$ cat config.mk
export PLATFORM = sky130hd
export DESIGN_NAME = id_stage_top
export DESIGN_NICKNAME = d
export VERILOG_FILES = /design/src/hdl/isa_pkg.sv /design/src/hdl/ctrl_pkg.sv /design/src/hdl/decode_control.sv /design/src/hdl/reg_file.sv /design/src/hdl/id_unit.sv /design/src/hdl/id_ex_reg.sv /design/src/hdl/id_stage_top.sv
export VERILOG_INCLUDE_DIRS = /design/src /design/src/hdl
export SDC_FILE = /design/constraint.sdc
export NUM_CORES = 2
export LEC_CHECK = 0
export BUFFER_PORTS_ARGS = -buffer_cell sky130_fd_sc_hd__buf_2
export CELL_PAD_IN_SITES_DETAIL_PLACEMENT = 0
export CELL_PAD_IN_SITES_GLOBAL_PLACEMENT = 1
export CORE_MARGIN = 2
export CORE_UTILIZATION = 40
export CTS_BUF_LIST = sky130_fd_sc_hd__clkbuf_8 sky130_fd_sc_hd__clkbuf_16
export DETAILED_ROUTE_END_ITERATION = 10
export GPL_TIMING_DRIVEN = 0
export MAX_ROUTING_LAYER = met4
export PLACE_DENSITY_LB_ADDON = 0.1
export SLEW_MARGIN = 5
export SYNTH_ARGS = -nofsm -noshare
export SYNTH_HDL_FRONTEND = slang
export SYNTH_SLANG_ARGS = --single-unit
$ cat constraint.sdc
create_clock -name clk -period 5.55 [get_ports clk]
set_input_delay 0 -clock clk [delete_from_list [all_inputs] [get_ports clk]]
set_output_delay 0 -clock clk [all_outputs]
set_load 0.02 [all_outputs]
$ cat src/hdl/id_settings.svh
`ifndef ID_SETTINGS_SVH
`define ID_SETTINGS_SVH

// Datapath sizing for the decode stage
`define ID_DATA_W   32      // Word width
`define ID_NUM_REGS 32      // Register file depth
`define ID_REG_W    5       // Register index width

// Stack pointer lives in r29
`define ID_SP_REG   5'd29

`endif

$ cat src/hdl/isa_pkg.sv
`default_nettype none

package isa_pkg;

	// Opcode field encodings
	typedef enum logic [5:0] {
		OP_NOP  = 6'd0,
		OP_ADD  = 6'd1,
		OP_SUB  = 6'd2,
		OP_AND  = 6'd3,
		OP_NAND = 6'd4,
		OP_XOR  = 6'd5,
		OP_ADDI = 6'd6,
		OP_ANDI = 6'd7,
		OP_LW   = 6'd8,
		OP_SW   = 6'd9,
		OP_BEQ  = 6'd10,
		OP_JMP  = 6'd11,
		OP_LI   = 6'd12,
		OP_SLL  = 6'd13,
		OP_SRL  = 6'd14,
		OP_PUSH = 6'd15,	// Stack ops use r29
		OP_POP  = 6'd16,
		OP_CALL = 6'd17,
		OP_RET  = 6'd18,
		OP_SLD  = 6'd19		// Sprite load
	} opcode_t;

	// Instruction field bit positions
	localparam int unsigned OPC_HI   = 31, OPC_LO   = 26;
	localparam int unsigned RD_HI    = 25, RD_LO    = 21;
	localparam int unsigned RS_HI    = 20, RS_LO    = 16;
	localparam int unsigned RT_HI    = 15, RT_LO    = 11;
	localparam int unsigned SHAMT_HI = 10, SHAMT_LO = 6;
	localparam int unsigned IMM16_HI = 15, IMM16_LO = 0;	// Overlaps rt and shamt
	localparam int unsigned IMM26_HI = 25, IMM26_LO = 0;	// J-type target

endpackage

`default_nettype wire

$ cat src/hdl/ctrl_pkg.sv
`default_nettype none

package ctrl_pkg;

	// ALU operand source select
	typedef enum logic [1:0] {
		SRC_REG_REG   = 2'b00,	// Both read buses
		SRC_REG_IMM   = 2'b01,	// Bus 1 or PC with sign-extended imm
		SRC_REG_SHIFT = 2'b10,	// Bus 1 with shamt or one
		SRC_SPRITE    = 2'b11	// Both operands zero
	} alu_src_t;

endpackage

`default_nettype wire

$ cat src/hdl/decode_control.sv
`timescale 1ns/1ps
`default_nettype none

module decode_control (
	input  isa_pkg::opcode_t   opcode,
	output logic               call,
	output logic               ret,
	output logic               branch,
	output logic               push_pop,	// PUSH or POP
	output logic               pop,
	output logic               reg_2_sel,	// High picks rt for port 2
	output logic               sign_ext_sel,	// High picks 26-bit imm
	output ctrl_pkg::alu_src_t alu_src
);

	import isa_pkg::*;
	import ctrl_pkg::*;

	always_comb begin
		// Defaults match NOP
		call         = 1'b0;
		ret          = 1'b0;
		branch       = 1'b0;
		push_pop     = 1'b0;
		pop          = 1'b0;
		reg_2_sel    = 1'b0;
		sign_ext_sel = 1'b0;
		alu_src      = SRC_REG_REG;

		case (opcode)
			OP_ADD, OP_SUB, OP_AND, OP_NAND, OP_XOR: begin
				reg_2_sel = 1'b1;		// rs op rt
				alu_src   = SRC_REG_REG;
			end
			OP_ADDI, OP_ANDI, OP_LW, OP_SW, OP_LI: begin
				alu_src = SRC_REG_IMM;	// SW store data comes from rd on port 2
			end
			OP_BEQ: begin
				alu_src = SRC_REG_IMM;
				branch  = 1'b1;		// PC plus offset
			end
			OP_JMP: begin
				alu_src      = SRC_REG_IMM;
				branch       = 1'b1;
				sign_ext_sel = 1'b1;	// Long target
			end
			OP_SLL, OP_SRL: alu_src = SRC_REG_SHIFT;
			OP_PUSH: begin
				alu_src  = SRC_REG_SHIFT;
				push_pop = 1'b1;
			end
			OP_POP: begin
				alu_src  = SRC_REG_SHIFT;
				push_pop = 1'b1;
				pop      = 1'b1;		// Forces a write-back
			end
			OP_CALL: begin
				alu_src = SRC_REG_SHIFT;
				call    = 1'b1;
			end
			OP_RET: begin
				alu_src = SRC_REG_SHIFT;
				ret     = 1'b1;
			end
			OP_SLD:  alu_src = SRC_SPRITE;
			default: alu_src = SRC_REG_REG;	// NOP and unused codes
		endcase
	end

endmodule

`default_nettype wire

$ cat src/hdl/reg_file.sv
`timescale 1ns/1ps
`default_nettype none
`include "id_settings.svh"

module reg_file (
	input  logic                  clk,
	input  logic                  rst,
	input  logic                  we,
	input  logic [`ID_REG_W-1:0]  rd_idx_1,
	input  logic [`ID_REG_W-1:0]  rd_idx_2,
	input  logic [`ID_REG_W-1:0]  wr_idx,
	input  logic [`ID_DATA_W-1:0] wr_data,
	output logic [`ID_DATA_W-1:0] rd_data_1,
	output logic [`ID_DATA_W-1:0] rd_data_2
);

	logic [`ID_DATA_W-1:0] mem [`ID_NUM_REGS];

	// Single write port
	always_ff @(posedge clk) begin
		if (rst) begin
			for (int i = 0; i < `ID_NUM_REGS; i++) begin
				mem[i] <= '0;
			end
		end else if (we) begin
			mem[wr_idx] <= wr_data;
		end
	end

	// No bypass, same-edge write shows up next cycle
	assign rd_data_1 = mem[rd_idx_1];
	assign rd_data_2 = mem[rd_idx_2];

endmodule

`default_nettype wire

$ cat src/hdl/id_unit.sv
`timescale 1ns/1ps
`default_nettype none
`include "id_settings.svh"

module id_unit (
	input  logic                  clk,
	input  logic                  rst,
	input  logic                  call,
	input  logic                  ret,
	input  logic                  branch,
	input  logic                  push_pop,
	input  logic                  pop,
	input  logic                  reg_2_sel,
	input  logic                  sign_ext_sel,
	input  ctrl_pkg::alu_src_t    alu_src,
	input  logic                  wb_we,		// Write-back side
	input  logic [`ID_REG_W-1:0]  wb_reg,
	input  logic [`ID_DATA_W-1:0] wb_data,
	input  logic [`ID_REG_W-1:0]  rd,		// Instruction fields
	input  logic [`ID_REG_W-1:0]  rs,
	input  logic [`ID_REG_W-1:0]  rt,
	input  logic [4:0]            shamt,
	input  logic [15:0]           imm16,
	input  logic [25:0]           imm26,
	input  logic [`ID_DATA_W-1:0] pc_in,		// PC+1 from fetch
	output logic [`ID_REG_W-1:0]  dest,
	output logic [15:0]           imm16_out,	// Raw imm for LI
	output logic [`ID_DATA_W-1:0] alu_in_1,
	output logic [`ID_DATA_W-1:0] alu_in_2,
	output logic [`ID_DATA_W-1:0] pc_out
);

	import ctrl_pkg::*;

	logic                  sp_sel;		// Stack op reads r29
	logic                  rf_we;
	logic [`ID_REG_W-1:0]  rd_idx_1;
	logic [`ID_REG_W-1:0]  rd_idx_2;
	logic [`ID_DATA_W-1:0] rd_bus_1;
	logic [`ID_DATA_W-1:0] rd_bus_2;
	logic [`ID_DATA_W-1:0] sign_ext;

	assign sp_sel    = call | ret | push_pop;
	assign rf_we     = wb_we | pop;		// POP forces a write
	assign dest      = rd;
	assign imm16_out = imm16;
	assign pc_out    = pc_in;

	// Read port selection
	assign rd_idx_1 = sp_sel ? `ID_SP_REG : rs;
	assign rd_idx_2 = reg_2_sel ? rt : rd;	// rd doubles as store source

	// J-type or I-type immediate
	assign sign_ext = sign_ext_sel ? {{(`ID_DATA_W-26){imm26[25]}}, imm26}
	                               : {{(`ID_DATA_W-16){imm16[15]}}, imm16};

	reg_file u_reg_file (
		.clk       (clk),
		.rst       (rst),
		.we        (rf_we),
		.rd_idx_1  (rd_idx_1),
		.rd_idx_2  (rd_idx_2),
		.wr_idx    (wb_reg),
		.wr_data   (wb_data),
		.rd_data_1 (rd_bus_1),
		.rd_data_2 (rd_bus_2)
	);

	// ALU operand mux
	always_comb begin
		case (alu_src)
			SRC_REG_REG: begin
				alu_in_1 = rd_bus_1;
				alu_in_2 = rd_bus_2;
			end
			SRC_REG_IMM: begin
				alu_in_1 = branch ? pc_in : rd_bus_1;	// Branch target off PC
				alu_in_2 = sign_ext;
			end
			SRC_REG_SHIFT: begin
				alu_in_1 = rd_bus_1;
				// SP moves by one word
				alu_in_2 = sp_sel ? {{(`ID_DATA_W-1){1'b0}}, 1'b1}
				                  : {{(`ID_DATA_W-5){1'b0}}, shamt};
			end
			default: begin			// Sprite address computed downstream
				alu_in_1 = '0;
				alu_in_2 = '0;
			end
		endcase
	end

endmodule

`default_nettype wire

$ cat src/hdl/id_ex_reg.sv
`timescale 1ns/1ps
`default_nettype none
`include "id_settings.svh"

module id_ex_reg (
	input  logic                  clk,
	input  logic                  rst,
	input  logic                  stall,
	input  logic                  in_valid,
	input  isa_pkg::opcode_t      opcode,
	input  logic [`ID_DATA_W-1:0] op1,
	input  logic [`ID_DATA_W-1:0] op2,
	input  logic [`ID_REG_W-1:0]  dest,
	input  logic [15:0]           imm16,
	input  logic [`ID_DATA_W-1:0] pc,
	output logic                  ex_valid,
	output isa_pkg::opcode_t      ex_opcode,
	output logic [`ID_DATA_W-1:0] ex_op1,
	output logic [`ID_DATA_W-1:0] ex_op2,
	output logic [`ID_REG_W-1:0]  ex_dest,
	output logic [15:0]           ex_imm16,
	output logic [`ID_DATA_W-1:0] ex_pc
);

	import isa_pkg::*;

	always_ff @(posedge clk) begin
		if (rst) begin
			ex_valid  <= 1'b0;
			ex_opcode <= OP_NOP;
			ex_op1    <= '0;
			ex_op2    <= '0;
			ex_dest   <= '0;
			ex_imm16  <= '0;
			ex_pc     <= '0;
		end else if (!stall) begin	// Stall holds everything
			ex_valid  <= in_valid;		// Low loads a bubble
			ex_opcode <= opcode;
			ex_op1    <= op1;
			ex_op2    <= op2;
			ex_dest   <= dest;
			ex_imm16  <= imm16;
			ex_pc     <= pc;
		end
	end

endmodule

`default_nettype wire

$ cat src/hdl/id_stage_top.sv
`timescale 1ns/1ps
`default_nettype none
`include "id_settings.svh"

module id_stage_top (
	input  logic                  clk,
	input  logic                  rst,
	input  logic                  in_valid,	// Fetch side
	input  logic [`ID_DATA_W-1:0] instr,
	input  logic [`ID_DATA_W-1:0] pc,		// PC+1
	input  logic                  stall,
	input  logic                  wb_we,		// Write-back side
	input  logic [`ID_REG_W-1:0]  wb_reg,
	input  logic [`ID_DATA_W-1:0] wb_data,
	output logic                  ex_valid,
	output isa_pkg::opcode_t      ex_opcode,
	output logic [`ID_DATA_W-1:0] ex_op1,
	output logic [`ID_DATA_W-1:0] ex_op2,
	output logic [`ID_REG_W-1:0]  ex_dest,
	output logic [15:0]           ex_imm16,
	output logic [`ID_DATA_W-1:0] ex_pc
);

	import isa_pkg::*;
	import ctrl_pkg::*;

	opcode_t               opcode;
	logic [`ID_REG_W-1:0]  rd, rs, rt;
	logic [4:0]            shamt;
	logic [15:0]           imm16;
	logic [25:0]           imm26;
	logic                  call, ret, branch, push_pop, pop, reg_2_sel, sign_ext_sel;
	alu_src_t              alu_src;
	logic [`ID_REG_W-1:0]  dest;
	logic [15:0]           imm16_out;
	logic [`ID_DATA_W-1:0] alu_in_1, alu_in_2, pc_out;

	// Field slices
	assign opcode = opcode_t'(instr[OPC_HI:OPC_LO]);
	assign rd     = instr[RD_HI:RD_LO];
	assign rs     = instr[RS_HI:RS_LO];
	assign rt     = instr[RT_HI:RT_LO];
	assign shamt  = instr[SHAMT_HI:SHAMT_LO];
	assign imm16  = instr[IMM16_HI:IMM16_LO];
	assign imm26  = instr[IMM26_HI:IMM26_LO];

	decode_control u_decode (
		.opcode (opcode), .call (call), .ret (ret), .branch (branch),
		.push_pop (push_pop), .pop (pop), .reg_2_sel (reg_2_sel),
		.sign_ext_sel (sign_ext_sel), .alu_src (alu_src)
	);

	id_unit u_id_unit (
		.clk (clk), .rst (rst), .call (call), .ret (ret), .branch (branch),
		.push_pop (push_pop), .pop (pop), .reg_2_sel (reg_2_sel),
		.sign_ext_sel (sign_ext_sel), .alu_src (alu_src),
		.wb_we (wb_we), .wb_reg (wb_reg), .wb_data (wb_data),
		.rd (rd), .rs (rs), .rt (rt), .shamt (shamt), .imm16 (imm16), .imm26 (imm26),
		.pc_in (pc), .dest (dest), .imm16_out (imm16_out),
		.alu_in_1 (alu_in_1), .alu_in_2 (alu_in_2), .pc_out (pc_out)
	);

	id_ex_reg u_id_ex_reg (
		.clk (clk), .rst (rst), .stall (stall), .in_valid (in_valid),
		.opcode (opcode), .op1 (alu_in_1), .op2 (alu_in_2), .dest (dest),
		.imm16 (imm16_out), .pc (pc_out),
		.ex_valid (ex_valid), .ex_opcode (ex_opcode), .ex_op1 (ex_op1),
		.ex_op2 (ex_op2), .ex_dest (ex_dest), .ex_imm16 (ex_imm16), .ex_pc (ex_pc)
	);

endmodule

`default_nettype wire

==> results.md <==
* EDFF count, synth at slightly above 1000
* Min-delay src: pc[13]
* Residual DRC at 0
* F_max at about 180 MHz
* Worst clock skew at 0.0301 ns
* Final core occ at 46.7%
* Post-synth top flop: edfxtp_1
* Share of cells above drive strength 1 at ~18%
* Crit path max fanout at 10
* Total wire length at about 330000 microns
* Leading cell types in the layout, fill and taps excluded: and2_1, edfxtp_1, nand2_1
* Routed len/inst at 42.2 microns
* First-pass GRT wire length at around 420000 microns
* Chip height at ~400 microns
* Clk_lat worst skew at approximately 0.81 ns
* Crit path launch: instr[28]
* Crit Path Category: primary input to flop
* Syn Nets at between 5000 and 6000
* Nets at around 5600
* Worst-margin pin slew at 1.56 ns
* Final Max Slew Viols at 46
* Vias in the first global route at 46400
* Min cycle time layout at roughly 5.7 ns
* Hold Fails Final Rpt at 0
* Overflow after GRT at 0
* Synth cell types at slightly above 60
* Chip Width at just under 400 microns
* Final ANT Viol Nets at 0
* FILL cells at around 14000
* DR pass1 iterations at 7
* CTS tree: yes
* Highest routed layer: met4
* Final WS setup at -0.113 ns
* Compound-Gate Fraction of Synth Area at under 10%
* Worst endpoint required time at between 6 and 7 ns
* Maximum VDD drop at just over 0.0003 V
* Post-Syn Area at between 0.06 and 0.07 sq mm
* Post-DP HPWL at 243000 microns
* # Max-Cap Violations at 6
* CP Data Arrival Time at around 6.4 ns
* IO Pins at 230
* Ys async rst share at 0%
* Final setup vio count at 2
* Setup TNS Final at -0.172 ns
* Final period util at 102%
* Internal power at approximately 16 mW
* Root buffer cell: clkbuf_16
* Status: finished with violations
* Power Density at 333 mW/mm^2
* Clock share of power at approximately 40%
* Sw Share at between 30% and 40%
* Die ar. at 0.156 sq mm
* Area delta synth->final at 15.9%
* Met1 wire length at 133000 microns
* Post-synthesis sequential area ratio at a little over half
* Gr usage total at between 40% and 50%
* Initial DRC Count at between 8000 and 9000
* Final Power at between 20 and 25 mW
* Final instance area at ~0.07 sq mm
* Post-synthesis xor/xnor area fraction at 0%
* Std-Cell Rows at between 100 and 150
* RSZ-0062 raised after global routing: false
* Post-synthesis mux area share at 14.8%
* Yosys reg bits at 1148
* Clock slew at reported path FFs at approximately 0.060 ns
* Largest net degree at the start of global routing at 33
* CTS Buffer Depth at 3
* DP Area at roughly 0.065 sq mm
* Ys Warns at 0
* Via density at roughly 6.4
* Syn avg cell area at about 12 sq um
* Comb power frac at approximately 17%
* RR Startpoint: u_id_unit.u_reg_file.mem[27][21]
* CTS sink cnt at 1148
* Met2 wire length at approximately 130000 microns
* Adder-cell share of the synthesized area at 0%
* Post-CTS Resized at 0
* Clock buffer count from CTS at 140
* Core Area at 0.152 sq mm
* Simple-gate share of the synthesized area at 17.7%
* Largest family of logic cells by synthesized area: simple AND/OR/NAND/NOR gates
* Initial antenna violation count at 53
* Psw at 7.22 mW
* Register share of total power at 43.2%
* GPL Wtd Cong at 1.03
* Crit. End Element: flop
* Failing checks: max-capacitance violations, max-slew violations, negative setup slack
* PortBufs at around 220
* Startpoint types: primary input
* Metal3 WL at ~49000 microns
* P_leak at ~26 nW
* Syn Inst Count at 5033
* Starting Density at roughly two fifths
* DR vias at between 40000 and 50000
* Commonest non-fill, non-tap cell in the layout: and2_1
* Max-slew headroom at -4.82%
* Path type of the worst min-delay path: primary input to flop
* H-tree depth at 4
==> synth_stat cells, drive strengths merged (12+ instances only) <==
cell     number  share of area (%)
a2111oi      12               0.20
a211oi       98                1.2
a21o         20               0.24
a21oi        88               0.74
a221o        31               0.51
a221oi       72                1.4
a22oi        23               0.28
a311oi       25               0.36
a31oi        95               0.97
and2       1030                 11
and3        174                1.8
buf         164                1.5
clkbuf      360                2.2
dfxtp       124                4.0
edfxtp     1024                 50
inv          15              0.092
mux2         34               0.62
mux2i       297                4.8
mux4        253                9.3
nand2       512                3.1
nand3        41               0.33
nand4        36               0.37
nor2        124               0.76
o211ai       17               0.21
o21a         13               0.16
o21ai       113               0.93
o221a        44               0.81
o221ai       26               0.37
o22a         32               0.46
o22ai        30               0.33
or2          33               0.34
or3          13               0.13
==> worst max-delay path: stages <==
cell and delay, ns:
dlygate4sd3_1 0.55, buf_2 0.20, a2111oi_4 0.54, nand3_1 0.82
nand2_1 0.31, buf_2 0.38, buf_2 0.57, clkbuf_1 1.08
nand2_1 0.14, and3_1 0.24, o21ai_0 0.73, nand4_1 0.51
o211ai_1 0.24
==> path summary, 6_finish.rpt <==
path                         endpoint  slack [ns]  cells past startpoint
max             u_id_ex_reg.ex_op2[0]       -0.11                     13
min             u_id_ex_reg.ex_pc[13]        0.03                      4
max reg2reg    u_id_ex_reg.ex_op2[21]        3.09                      5
min reg2reg  u_id_ex_reg.ex_opcode[0]        0.49                      2
==> cell families (layout without fill, tap and decap cells) <==
group	Yosys count	in the layout
AOI/OAI and AO/OA	766	766
buffers and inverters	539	1155
DFF	1148	1148
muxes	584	584
other	0	28
and+or+nand+nor	1996	1996
==> what timing repair did <==
item	4_1_cts	5_1_grt
hold buffers	134	0
setup endpoints to repair	0	0
hold endpoints to repair	496	0
setup buffers	0	0
==> registers in the layout, summed over array words and instances, names as in the netlist <==
name,cells
u_id_ex_reg.ex_op2,32
u_id_ex_reg.ex_dest,5
u_id_ex_reg.ex_op1,32
u_id_ex_reg.ex_valid,1
u_id_unit.u_reg_file.mem,1024
u_id_ex_reg.ex_imm16,16
u_id_ex_reg.ex_opcode,6
u_id_ex_reg.ex_pc,32
==> through the flow <==
| step | setup slack [ns] | hold WS [ns] | cells |
|---|---|---|---|
| 2_1_floorplan | 3.09 | 0.144 | 5033 |
| 3_3_place_gp | 0.0953 | 0.235 | 7286 |
| 3_5_place_dp | 0.0983 | 0.241 | 7288 |
| 4_1_cts | 0.362 | 0.00125 | 7678 |
| 5_1_grt | 0.124 | 0.0597 | 7691 |
| 6_report | -0.113 | 0.0298 | 7707 |
==> cell type report <==
type	count	area (sq um)	area share [%]
Sequential cell	1148	33200	46.8
Multi-Input combinational cell	3346	25800	36.3
Clock buffer	153	3730	5.24
Tap cell	2030	2540	3.57
Timing Repair Buffer	360	2490	3.51
Buffer	524	2300	3.23
Clock inverter	103	875	1.23
Antenna cell	28	70.1	0.0986
Inverter	15	56.3	0.0792
==> power groups by stage <==
stage	clock network, mW	registers (mW)	logic, mW
after global placement	0	10.4	3.66
after CTS	9.43	10.2	3.74
final	9.47	10.2	3.97
after detailed placement	0	10.4	3.66
after global routing	9.76	10.3	3.97
after floorplan	0	10.3	1.79
==> per-layer routing <==
layer / GRT usage (%) / up-vias
li1: - / 19900
met1: 56.8 / 25700
met2: 56.7 / 3639
met3: 17.5 / 495
met4: 13.0 / 0
met5: - / -
Power figures use the tool's default switching activity.
